==> src/logic/stream_pkg.sv <==
package stream_pkg;

	// eight audio streams come in over the bt link
	localparam int stream_count = 8;
	localparam int sample_width = 16;
	localparam int index_width = $clog2(stream_count);

	// the selection word names one stream or none
	typedef struct packed
	{
		logic idle; // set when no stream is selected
		logic [index_width-1:0] index;
	} sel_fields_s;

	typedef union packed
	{
		logic [index_width:0] raw;
		sel_fields_s fields;
	} sel_word_u;

	localparam logic [index_width:0] sel_idle = 4'b1000; // idle flag set, index left at zero

	// selection a stream index gives when read as a raw code
	function automatic logic [index_width:0] sel_of(input logic [index_width-1:0] index);
		sel_word_u word;
		word.fields.idle = 1'b0;
		word.fields.index = index;
		return word.raw;
	endfunction

endpackage

==> src/logic/timing_pkg.sv <==
package timing_pkg;

	// dwell of roughly 800 ms at the slow system clock
	localparam int dwell_cycles = 385;

	// one extra bit above what the cap needs
	localparam int dwell_width = $clog2(dwell_cycles) + 1;

	// cycles a stream counts as open after its last strobe
	localparam int activity_window = 64;

	// wide enough to hold the full window value
	localparam int activity_width = $clog2(activity_window) + 1;

	localparam logic [dwell_width-1:0] dwell_cap = dwell_width'(dwell_cycles);
	localparam logic [activity_width-1:0] activity_load = activity_width'(activity_window);

endpackage

==> src/logic/dwell_timer.sv <==
`timescale 1ns/1ps

module dwell_timer
	import timing_pkg::*;
(
	input  logic clock,
	input  logic arst_n,
	input  logic bt_state,
	input  logic timer_restart,
	output logic timer_done
);

	logic [dwell_width-1:0] count;
	logic at_cap;

	assign at_cap = (count == dwell_cap);

	always_ff @(posedge clock or negedge arst_n)
	begin
		if (!arst_n)
		begin
			count <= '0;
		end
		else if (!bt_state)
		begin
			count <= '0; // a dropped link throws away the dwell
		end
		else if (timer_restart)
		begin
			count <= '0;
		end
		else if (!at_cap)
		begin
			count <= count + 1'b1;
		end
		// at the cap the count waits for the scanner to restart it
	end

	assign timer_done = bt_state && at_cap;

	assert property (@(posedge clock) disable iff (!arst_n)
		count <= dwell_cap);

endmodule

==> src/logic/stream_activity.sv <==
`timescale 1ns/1ps

module stream_activity
	import stream_pkg::*;
	import timing_pkg::*;
(
	input  logic clock,
	input  logic arst_n,
	input  logic [stream_count-1:0] stream_strobe,
	output logic [stream_count-1:0] open_streams
);

	// one down counter per stream, reloaded by its strobe
	logic [activity_width-1:0] remaining [stream_count];

	genvar s;
	generate
		for (s = 0; s < stream_count; s++)
		begin : g_lane

			always_ff @(posedge clock or negedge arst_n)
			begin
				if (!arst_n)
				begin
					remaining[s] <= '0;
				end
				else if (stream_strobe[s])
				begin
					remaining[s] <= activity_load; // a fresh sample restarts the window
				end
				else if (remaining[s] != '0)
				begin
					remaining[s] <= remaining[s] - 1'b1;
				end
			end

			// the lane stays open while any of the window is left
			assign open_streams[s] = (remaining[s] != '0);

		end
	endgenerate

endmodule

==> src/logic/stream_mux.sv <==
`timescale 1ns/1ps

module stream_mux
	import stream_pkg::*;
(
	input  logic clock,
	input  logic arst_n,
	input  sel_word_u next_sel,
	input  logic [stream_count-1:0] stream_strobe,
	input  logic [stream_count*sample_width-1:0] stream_data,
	output logic [sample_width-1:0] out_data,
	output logic out_strobe,
	output logic out_idle,
	output logic [index_width-1:0] out_index
);

	logic [sample_width-1:0] lane_data;
	logic lane_strobe;

	// pick the lane named by the index part of the selection
	assign lane_data = stream_data[next_sel.fields.index*sample_width +: sample_width];
	assign lane_strobe = stream_strobe[next_sel.fields.index];

	always_ff @(posedge clock)
	begin
		out_data <= lane_data;
	end

	always_ff @(posedge clock or negedge arst_n)
	begin
		if (!arst_n)
		begin
			out_strobe <= 1'b0;
			out_idle <= 1'b1;
			out_index <= '0;
		end
		else
		begin
			out_strobe <= lane_strobe && !next_sel.fields.idle; // nothing leaves while idle
			out_idle <= next_sel.fields.idle;
			out_index <= next_sel.fields.index;
		end
	end

endmodule

==> src/logic/stream_scanner.sv <==
`timescale 1ns/1ps

module stream_scanner
	import stream_pkg::*;
(
	input  logic clock,
	input  logic arst_n,
	input  logic bt_state,
	input  logic timer_done,
	input  logic [stream_count-1:0] open_streams,
	output logic timer_restart,
	output sel_word_u next_sel
);

	// candidate pointer and the run of closed candidates seen so far
	logic [index_width-1:0] ptr;
	logic [index_width-1:0] misses;
	logic hit;
	logic full_miss;

	assign hit = open_streams[ptr];
	assign full_miss = (misses == index_width'(stream_count - 1));

	// pulse in the cycle the choice is made, so the timer clears with it
	assign timer_restart = timer_done && hit;

	always_ff @(posedge clock or negedge arst_n)
	begin
		if (!arst_n)
		begin
			ptr <= '0;
			misses <= '0;
			next_sel.raw <= sel_idle;
		end
		else if (!bt_state)
		begin
			ptr <= '0; // the first pick after the link returns starts at stream 0
			misses <= '0;
			next_sel.raw <= sel_idle;
		end
		else if (timer_done)
		begin
			ptr <= ptr + 1'b1; // wraps from the last stream to stream 0
			if (hit)
			begin
				next_sel.raw <= sel_of(ptr);
				misses <= '0;
			end
			else
			begin
				misses <= misses + 1'b1;
				if (full_miss)
				begin
					next_sel.raw <= sel_idle; // a full turn found nothing open
				end
			end
		end
	end

	// the scanner may only move on after the dwell has run out
	assert property (@(posedge clock) disable iff (!arst_n)
		timer_restart |-> timer_done);

	// whatever gets picked was open on the cycle it was picked
	assert property (@(posedge clock) disable iff (!arst_n)
		$past(timer_restart) |->
			!next_sel.fields.idle
			&& ((($past(open_streams) >> next_sel.fields.index) & 8'd1) == 8'd1));

endmodule

==> src/logic/stream_switch_top.sv <==
`timescale 1ns/1ps

module stream_switch_top
(
	input  logic clock,
	input  logic arst_n,
	input  logic bt_state,
	input  logic [7:0] stream_strobe,
	input  logic [127:0] stream_data,
	output logic [15:0] out_data,
	output logic out_strobe,
	output logic [2:0] out_index,
	output logic out_idle
);

	logic [7:0] open_streams;
	logic timer_done;
	logic timer_restart;
	stream_pkg::sel_word_u next_sel;

	stream_activity activity_i (
		.clock         (clock),
		.arst_n        (arst_n),
		.stream_strobe (stream_strobe),
		.open_streams  (open_streams)
	);

	dwell_timer timer_i (
		.clock         (clock),
		.arst_n        (arst_n),
		.bt_state      (bt_state),
		.timer_restart (timer_restart),
		.timer_done    (timer_done)
	);

	stream_scanner scanner_i (
		.clock         (clock),
		.arst_n        (arst_n),
		.bt_state      (bt_state),
		.timer_done    (timer_done),
		.open_streams  (open_streams),
		.timer_restart (timer_restart),
		.next_sel      (next_sel)
	);

	// the selection is registered once more here on the way out
	stream_mux mux_i (
		.clock         (clock),
		.arst_n        (arst_n),
		.next_sel      (next_sel),
		.stream_strobe (stream_strobe),
		.stream_data   (stream_data),
		.out_data      (out_data),
		.out_strobe    (out_strobe),
		.out_idle      (out_idle),
		.out_index     (out_index)
	);

endmodule

==> config.mk <==
export PLATFORM = sky130hd
export DESIGN_NAME = stream_switch_top
export DESIGN_NICKNAME = d
export VERILOG_FILES = /design/src/logic/stream_pkg.sv /design/src/logic/timing_pkg.sv /design/src/logic/dwell_timer.sv /design/src/logic/stream_activity.sv /design/src/logic/stream_mux.sv /design/src/logic/stream_scanner.sv /design/src/logic/stream_switch_top.sv
export SDC_FILE = /design/constraint.sdc
export NUM_CORES = 1
export LEC_CHECK = 0
export ABC_AREA = 0
export BUFFER_PORTS_ARGS = -buffer_cell sky130_fd_sc_hd__buf_2
export CAP_MARGIN = 10
export CORE_AREA = 10 10 116 118
export CTS_CLUSTER_DIAMETER = 30
export DETAILED_ROUTE_END_ITERATION = 8
export DIE_AREA = 0 0 126 128
export MAX_ROUTING_LAYER = met4
export PLACE_DENSITY = 0.79
export SYNTH_ARGS = -nofsm -noshare
export SYNTH_HDL_FRONTEND = slang
export SYNTH_HIERARCHICAL = 1
export SYNTH_SLANG_ARGS = --single-unit
==> constraint.sdc <==
create_clock -name clock -period 4.1 [get_ports clock]
set_clock_uncertainty 0.2 [all_clocks]
set_input_delay 0.41 -clock clock [delete_from_list [all_inputs] [get_ports clock]]
set_output_delay 0.41 -clock clock [all_outputs]
set_load 0.01 [all_outputs]
---- Word-level counts from Yosys, hierarchy flattened ----
Cells that the tools add are included.
cells by class
  order comparisons ....................... 2
  divide/modulo/power cells ............... 0
  reduce and logical (&&, ||, !) cells .... 21
  equality and inequality tests ........... 5
  bitwise operators ....................... 0
  multiplexer cells ....................... 32
  multipliers ............................. 0
  $add $sub $neg .......................... 11
  shift-type cells ........................ 1
operators by type and width
  operator                 count
  $shiftx A128 B8 Y16      1
  $mux W7                  16
  $reduce_bool A7 Y1       8
  $sub A7 B1 Y7 const B    8
  $mux W10                 3
  $mux W4                  4
  $reduce_bool A2 Y1       8
  $mux W3                  5
  $add A10 B1 Y10 const B  1
  $eq A10 B9 Y1 const B    1
  $lt A3 B4 Y1 const B     2
  $add A3 B1 Y3 const B    2
  $bmux W1 S3              2
  $eq A3 B3 Y1 const B     1
  $logic_and A1 B1 Y1      3
  $ne A3 B1 Y1 const B     1
  $ne A3 B2 Y1 const B     1
  $mux W1                  2
  $ne A2 B1 Y1 const B     1
  $reduce_and A2 Y1        1
  $logic_not A1 Y1         1
storage, ports and cells
  word-level logic and storage cells ...... 88
  memories ................................ 0
  RAM bits ................................ 0
  bits in latches ......................... 0
  register bits after elaboration ......... 97
  output and inout bits ................... 21
  ROM bits ................................ 0
  bits of input ports ..................... 139

---- Longest topological paths before layout ----
  depth after elaboration ................. 6
  depth in mapped cells ................... 12

---- Modules after synthesis ----
Netlist, hierarchy kept.
modules (own cells, without submodules)
  module           cells an instance  instances  area an instance (um^2)  seq. area each (um^2)
  stream_activity  310                1          2959.1                   1401.3
  stream_mux       87                 1          1610.3                   446.7
  stream_scanner   51                 1          596.8                    251.5
  dwell_timer      57                 1          570.5                    250.2

---- Least setup slack after synthesis ----
OpenSTA, ideal clock, no wires.
  kind .................................... register to register
  start ................................... reg activity_i/remaining[14] (netlist bit)
  end ..................................... reg timer_i.count[0]
  stages on the path, launching flop included .. 12
  library setup time ...................... 0.086 ns
  path buffers ............................ 2
  arrival time ............................ 2.894 ns
  period minus slack after synthesis ...... 3.180 ns
  path slack .............................. 0.920 ns
  data required time ...................... 3.814 ns
  cell sequence ........................... dfrtp_1 > inv_1 > ha_1 > or3b_1 > clkbuf_1 > or2_1 > mux4_2 > mux2_4 > and2_1 > or2b_2 > clkbuf_8 > nor3_1
on the way
  word-level cells in the longest chain between the ends .. 6
  elaborated cells on any way between the ends .. 7
  classes of those cells .................. eq/ne: 1; mux: 4; reduce/logical: 2
ends and longest elaborated chain
  element                            RTL line                 RTL
  from (decl)                        stream_activity.sv:14    logic [activity_width-1:0] remaining [stream_count];
  from (signal, indexed assignment)  stream_activity.sv:29    remaining[s] <= activity_load;
  from (signal, indexed assignment)  stream_activity.sv:33    remaining[s] <= remaining[s] - 1'b1;
  $reduce_bool A7 Y1 (*)             stream_activity.sv:38    assign open_streams[s] = (remaining[s] != '0);
  named net open_streams[5]          stream_switch_top.sv:16  logic [7:0] open_streams;
  $bmux W1 S3 (*)                    stream_scanner.sv:21     assign hit = open_streams[ptr];
  $mux W1 (implied by the code) (*)  stream_scanner.sv:21
  $logic_and A1 B1 Y1 (*)            stream_scanner.sv:25     assign timer_restart = timer_done && hit;
  named net timer_restart            stream_switch_top.sv:18  logic timer_restart;
  $mux W10                           dwell_timer.sv:28        else if (timer_restart)
  $mux W10                           dwell_timer.sv:24        else if (!bt_state)
  to (signal assigned)               dwell_timer.sv:34        count <= count + 1'b1;
  to (decl)                          dwell_timer.sv:13        logic [dwell_width-1:0] count;
The timed path passes the listed nets; every way through them passes the cells marked *. The select of a mux whose other input is x is not followed.
A chain may end at the register's enable or synchronous reset.

---- Worst setup path after layout ----
  start ................................... reg activity_i/remaining[7] (netlist bit)
  end ..................................... reg timer_i.count[9]
Same word-level chain as after synthesis.

==> results_tabular.tex <==
\begin{tabular}{lr}
\hline
Metric & Value \\
\hline
\multicolumn{2}{l}{\textbf{Yosys}} \\
\quad Largest family of logic cells by synthesized area & multiplexers \\
\quad Net count after synthesis & 657 \\
\quad Adder-cell share of the synthesized area & 2.835\% \\
\quad FF+latch count, synth & 97 \\
\quad Top flip-flop cell by instance count after synthesis & sky130\_fd\_sc\_hd\_\_dfrtp\_1 \\
\quad Simple-gate share of the synthesized area & 18.54\% \\
\quad Dominant cell type by area after synthesis & sky130\_fd\_sc\_hd\_\_dfrtp\_1 \\
\quad Count of warnings emitted by yosys & 6 \\
\quad Synthesized-area fraction occupied by ao, oa, aoi and oai cells & 11.34\% \\
\quad FFs w/ async S/R, synth & 83.51\% \\
\quad Number of distinct library cells after synthesis & 69 \\
\quad Post-Synthesis Mean Instance Area & 11.36 sq um \\
\quad Post-Syn Area & 5737 sq um \\
\quad Synthesized instance count & 505 \\
\quad Sequential-to-total area share from yosys stat & 40.96\% \\
\quad Count of flip-flops with a built-in enable after synthesis & 0 \\
\quad Most area-consuming cells after synthesis & sky130\_fd\_sc\_hd\_\_dfrtp\_1, sky130\_fd\_sc\_hd\_\_mux4\_1, sky130\_fd\_sc\_hd\_\_dfxtp\_1 \\
\quad Post-synthesis mux area share & 21.33\% \\
\quad Top cell type's share of synthesized area & 34.46\% \\
\quad Xor and xnor area share after synthesis & 0.6107\% \\
\multicolumn{2}{l}{\textbf{Routing}} \\
\quad Remaining antenna violation count after routing & 0 \\
\quad Routed len/inst & 18.53 um \\
\quad Total iterations of the first detailed-routing run & 5 \\
\quad Vias per std cell & 5.829 \\
\quad DRC viols & 0 \\
\quad Total number of vias & 4692 \\
\quad Starting DRT DRC Count & 255 \\
\quad DRT Wirelength & 14920 um \\
\multicolumn{2}{l}{\textbf{Floorplan}} \\
\quad Floorplan die width & 126 um \\
\quad Initial cell density of the core & 51.11\% \\
\quad Core Area & 11220 sq um \\
\quad Vertical die dimension & 128 um \\
\quad Die Footprint & 16130 sq um \\
\quad Row count & 39 \\
\quad Number of top-level design ports & 160 \\
\multicolumn{2}{l}{\textbf{Finish}} \\
\quad Layout fillers & 914 \\
\quad Combined flip-flop and latch cell area & 2351 sq um \\
\quad Most common cell after layout, fill and taps aside & sky130\_fd\_sc\_hd\_\_buf\_2 \\
\quad Total non-filler cell area in the finished layout & 6885 sq um \\
\quad Multi-input gate area & 3136 sq um \\
\quad Commonest cells after routing, fill and taps aside & sky130\_fd\_sc\_hd\_\_buf\_2, sky130\_fd\_sc\_hd\_\_dfrtp\_1, sky130\_fd\_sc\_hd\_\_nor2\_1 \\
\quad Nets & 809 \\
\quad Ant. Diodes & 0 \\
\quad Layout cells sized above 1 & 32.63\% \\
\quad Relative area change from synthesis to final layout & 20.02\% \\
\quad Non-Filler Instances & 805 \\
\quad Final standard cell utilization of the core & 61.35\% \\
\multicolumn{2}{l}{\textbf{Status}} \\
\quad Result of the run & complete, but fails checks \\
\quad Failing checks & negative hold slack \\
\multicolumn{2}{l}{\textbf{Worst setup path}} \\
\quad Kind of end point of the critical path & flop \\
\quad Master of the slowest instance on the critical path & sky130\_fd\_sc\_hd\_\_mux4\_2 \\
\quad Cell seen most often among critical-path stages & sky130\_fd\_sc\_hd\_\_inv\_1 \\
\quad Setup Crit Path Kind & flop to flop \\
\quad Required time at the endpoint of the critical path & 4.15 ns \\
\quad Critical Path Source Type & flop \\
\quad Peak fanout along the critical path & 11 \\
\quad Critical path arrival & 3.50 ns \\
\quad Cell-by-cell trace of the critical path & inv\_1, ha\_1, or3b\_1, nor4\_4, inv\_1, mux4\_2, mux2\_4, and2\_1, or2b\_2, a211oi\_1 \\
\quad Delay of the slowest critical-path stage & 0.48 ns \\
\multicolumn{2}{l}{\textbf{Timing}} \\
\quad Total count of hold-check failures in the final report & 3 \\
\quad Fmax & 0.2894 GHz \\
\quad Relative slew slack & 25.82\% \\
\quad Setup repair after global routing missed its margin & false \\
\quad Final worst path period share & 84.28\% \\
\quad Measured slew at the worst slew-check pin & 1.113 ns \\
\quad Tightest hold margin & -0.002585 ns \\
\quad Shortest clock period the worst path allows after layout & 3.455 ns \\
\quad Number of failing setup endpoints in the final timing report & 0 \\
\quad Max-slew violation count & 0 \\
\quad Sum of negative setup slack & 0 ns \\
\multicolumn{2}{l}{\textbf{Run}} \\
\quad Number of maximum-capacitance constraint violations & 0 \\
\multicolumn{2}{l}{\textbf{Global routing}} \\
\quad Largest net degree at the start of global routing & 82 \\
\quad Global route overflow & 0 \\
\quad Vias in the first global route & 4763 \\
\quad Antenna violations before repair & 0 \\
\quad Global-route wire length before repair & 24190 um \\
\quad Gr usage total & 18.99\% \\
\multicolumn{2}{l}{\textbf{Clocking}} \\
\quad Worst-case clock buffer depth & 2 \\
\quad Post-cts gate resize count & 0 \\
\quad TritonCTS clock tree & yes \\
\quad Count of H-tree levels built during CTS & 3 \\
\quad Source-to-sink clock delay at the later pin of the worst-skew pair & 0.35 ns \\
\quad Root buffer selected by CTS & sky130\_fd\_sc\_hd\_\_clkbuf\_16 \\
\quad Total of hold buffers inserted after clock tree synthesis & 0 \\
\quad Clock tree sinks & 97 \\
\quad CTS buffer count & 9 \\
\quad Number of buffers added for setup after CTS & 0 \\
\quad Clk pin slew, worst setup/hold paths & 0.06 ns \\
\multicolumn{2}{l}{\textbf{Power and ir drop}} \\
\quad Switching Share & 35.48\% \\
\quad Total power per unit cell area & 483.3 nW/um\^{}2 \\
\quad Psw & 1181 uW \\
\quad Standby leakage power & 0.003064 uW \\
\quad Clk network pwr share & 23.3\% \\
\quad Worst vdd ir & 0.2855 mV \\
\quad Sequential share of power & 43.6\% \\
\quad Sum of internal, switching and leakage power & 3328 uW \\
\quad Proportion of power drawn by combinational gates & 33.0\% \\
\quad Cell internal power dissipation & 2147 uW \\
\multicolumn{2}{l}{\textbf{Placement}} \\
\quad Number of buffers added on ports & 159 \\
\quad Post-detailed-placement cell area & 6591 sq um \\
\quad RePlAce Congestion & 0.8785 \\
\quad Detail Placement HPWL & 11410 um \\
\quad Count of placed standard cells including taps & 788 \\
\multicolumn{2}{l}{\textbf{Hold path}} \\
\quad Worst Hold Class & input port to async pin \\
\hline
\end{tabular}
[critical path: cells and delay by family (launching register included)]
family | cells | cell delay, ns
compound gates | 1 | 0.24
fa+ha+maj | 1 | 0.20
simple gates | 4 | 1.29
flops | 1 | 0.41
buf+inv | 2 | 0.22
mux | 2 | 0.80
[synth_stat cells, types with 8 or more instances]
cell type,number
sky130_fd_sc_hd__nor2_1,41
sky130_fd_sc_hd__a21oi_1,29
sky130_fd_sc_hd__nor2b_1,13
sky130_fd_sc_hd__inv_1,28
sky130_fd_sc_hd__nand2_1,19
sky130_fd_sc_hd__or4_1,13
sky130_fd_sc_hd__mux4_1,29
sky130_fd_sc_hd__nor3_1,20
sky130_fd_sc_hd__dfrtp_1,79
sky130_fd_sc_hd__ha_1,13
sky130_fd_sc_hd__clkbuf_1,8
sky130_fd_sc_hd__dfxtp_1,16
sky130_fd_sc_hd__nand2b_1,16
sky130_fd_sc_hd__or3_1,10
sky130_fd_sc_hd__mux2_2,16
sky130_fd_sc_hd__nand3_1,9
sky130_fd_sc_hd__o21ai_0,13
[power by group through the flow]
stage / clock network [uW] / registers (uW) / logic, uW
global route: 825 / 1490 / 1250
floorplan: 0 / 1400 / 835
global placement: 0 / 1440 / 1040
detailed placement: 0 / 1460 / 1100
CTS: 790 / 1450 / 1110
finish: 777 / 1450 / 1100
[state kept, by name, indices dropped and copies added (netlist names)]
| name | count |
|---|---|
| activity_i/remaining | 56 |
| mux_i/out_data | 16 |
| timer_i/count | 10 |
| scanner_i/next_sel | 4 |
| mux_i/out_index | 3 |
| scanner_i/misses | 3 |
| scanner_i/ptr | 3 |
| mux_i/out_idle | 1 |
| mux_i/out_strobe | 1 |
[path summary, 6_finish.rpt]
path                                         start                       end  slack (ns)  depth (start not counted)
min in group clock                stream_strobe[0]  activity_i/remaining[54]        0.13                          2
min reg2reg                  scanner_i/next_sel[3]            mux_i/out_idle        0.20                          0
min                                         arst_n   activity_i/remaining[7]      -0.003                          1
max                        activity_i/remaining[7]          timer_i/count[9]        0.64                         10
max reg2reg                activity_i/remaining[7]          timer_i/count[9]        0.64                         10
max in group asynchronous                   arst_n     scanner_i/next_sel[0]        2.98                          1
[area by class of cell]
cell class	count	share of cell area, %
inverters	30	1.635
flip-flops and latches	97	34.14
clock buffers	12	3.580
repair buffers	162	12.21
multi-input cells	357	45.54
clock inverters	4	0.2908
well taps	143	2.599
[per-stage QoR]
stage               hold slack [ns]  worst slack, ns
floorplan                  -0.08559           0.9199
global placement             0.1884           0.8135
detailed placement           0.1903           0.6723
CTS                         0.07578           0.6186
global route                 0.1316           0.4186
finish                    -0.002585           0.6445
[routing by layer]
metal	global-route usage [%]	part of all wire (%)	vias to the layer above
met5	-	0	-
met4	8.238	2.2	0
met3	3.515	4.7	26
met2	32.12	51	154
met1	21.70	42	2282
li1	-	-	2230
[cell families after synthesis]
family,count (synthesis)
AND/OR/NAND/NOR,179
AO/OA/AOI/OAI,98
flip-flops,97
multiplexers,63
buffers and inverters,51
adder cells (fa/ha/maj),13
XOR/XNOR,4
Power figures use the tool's default switching activity.
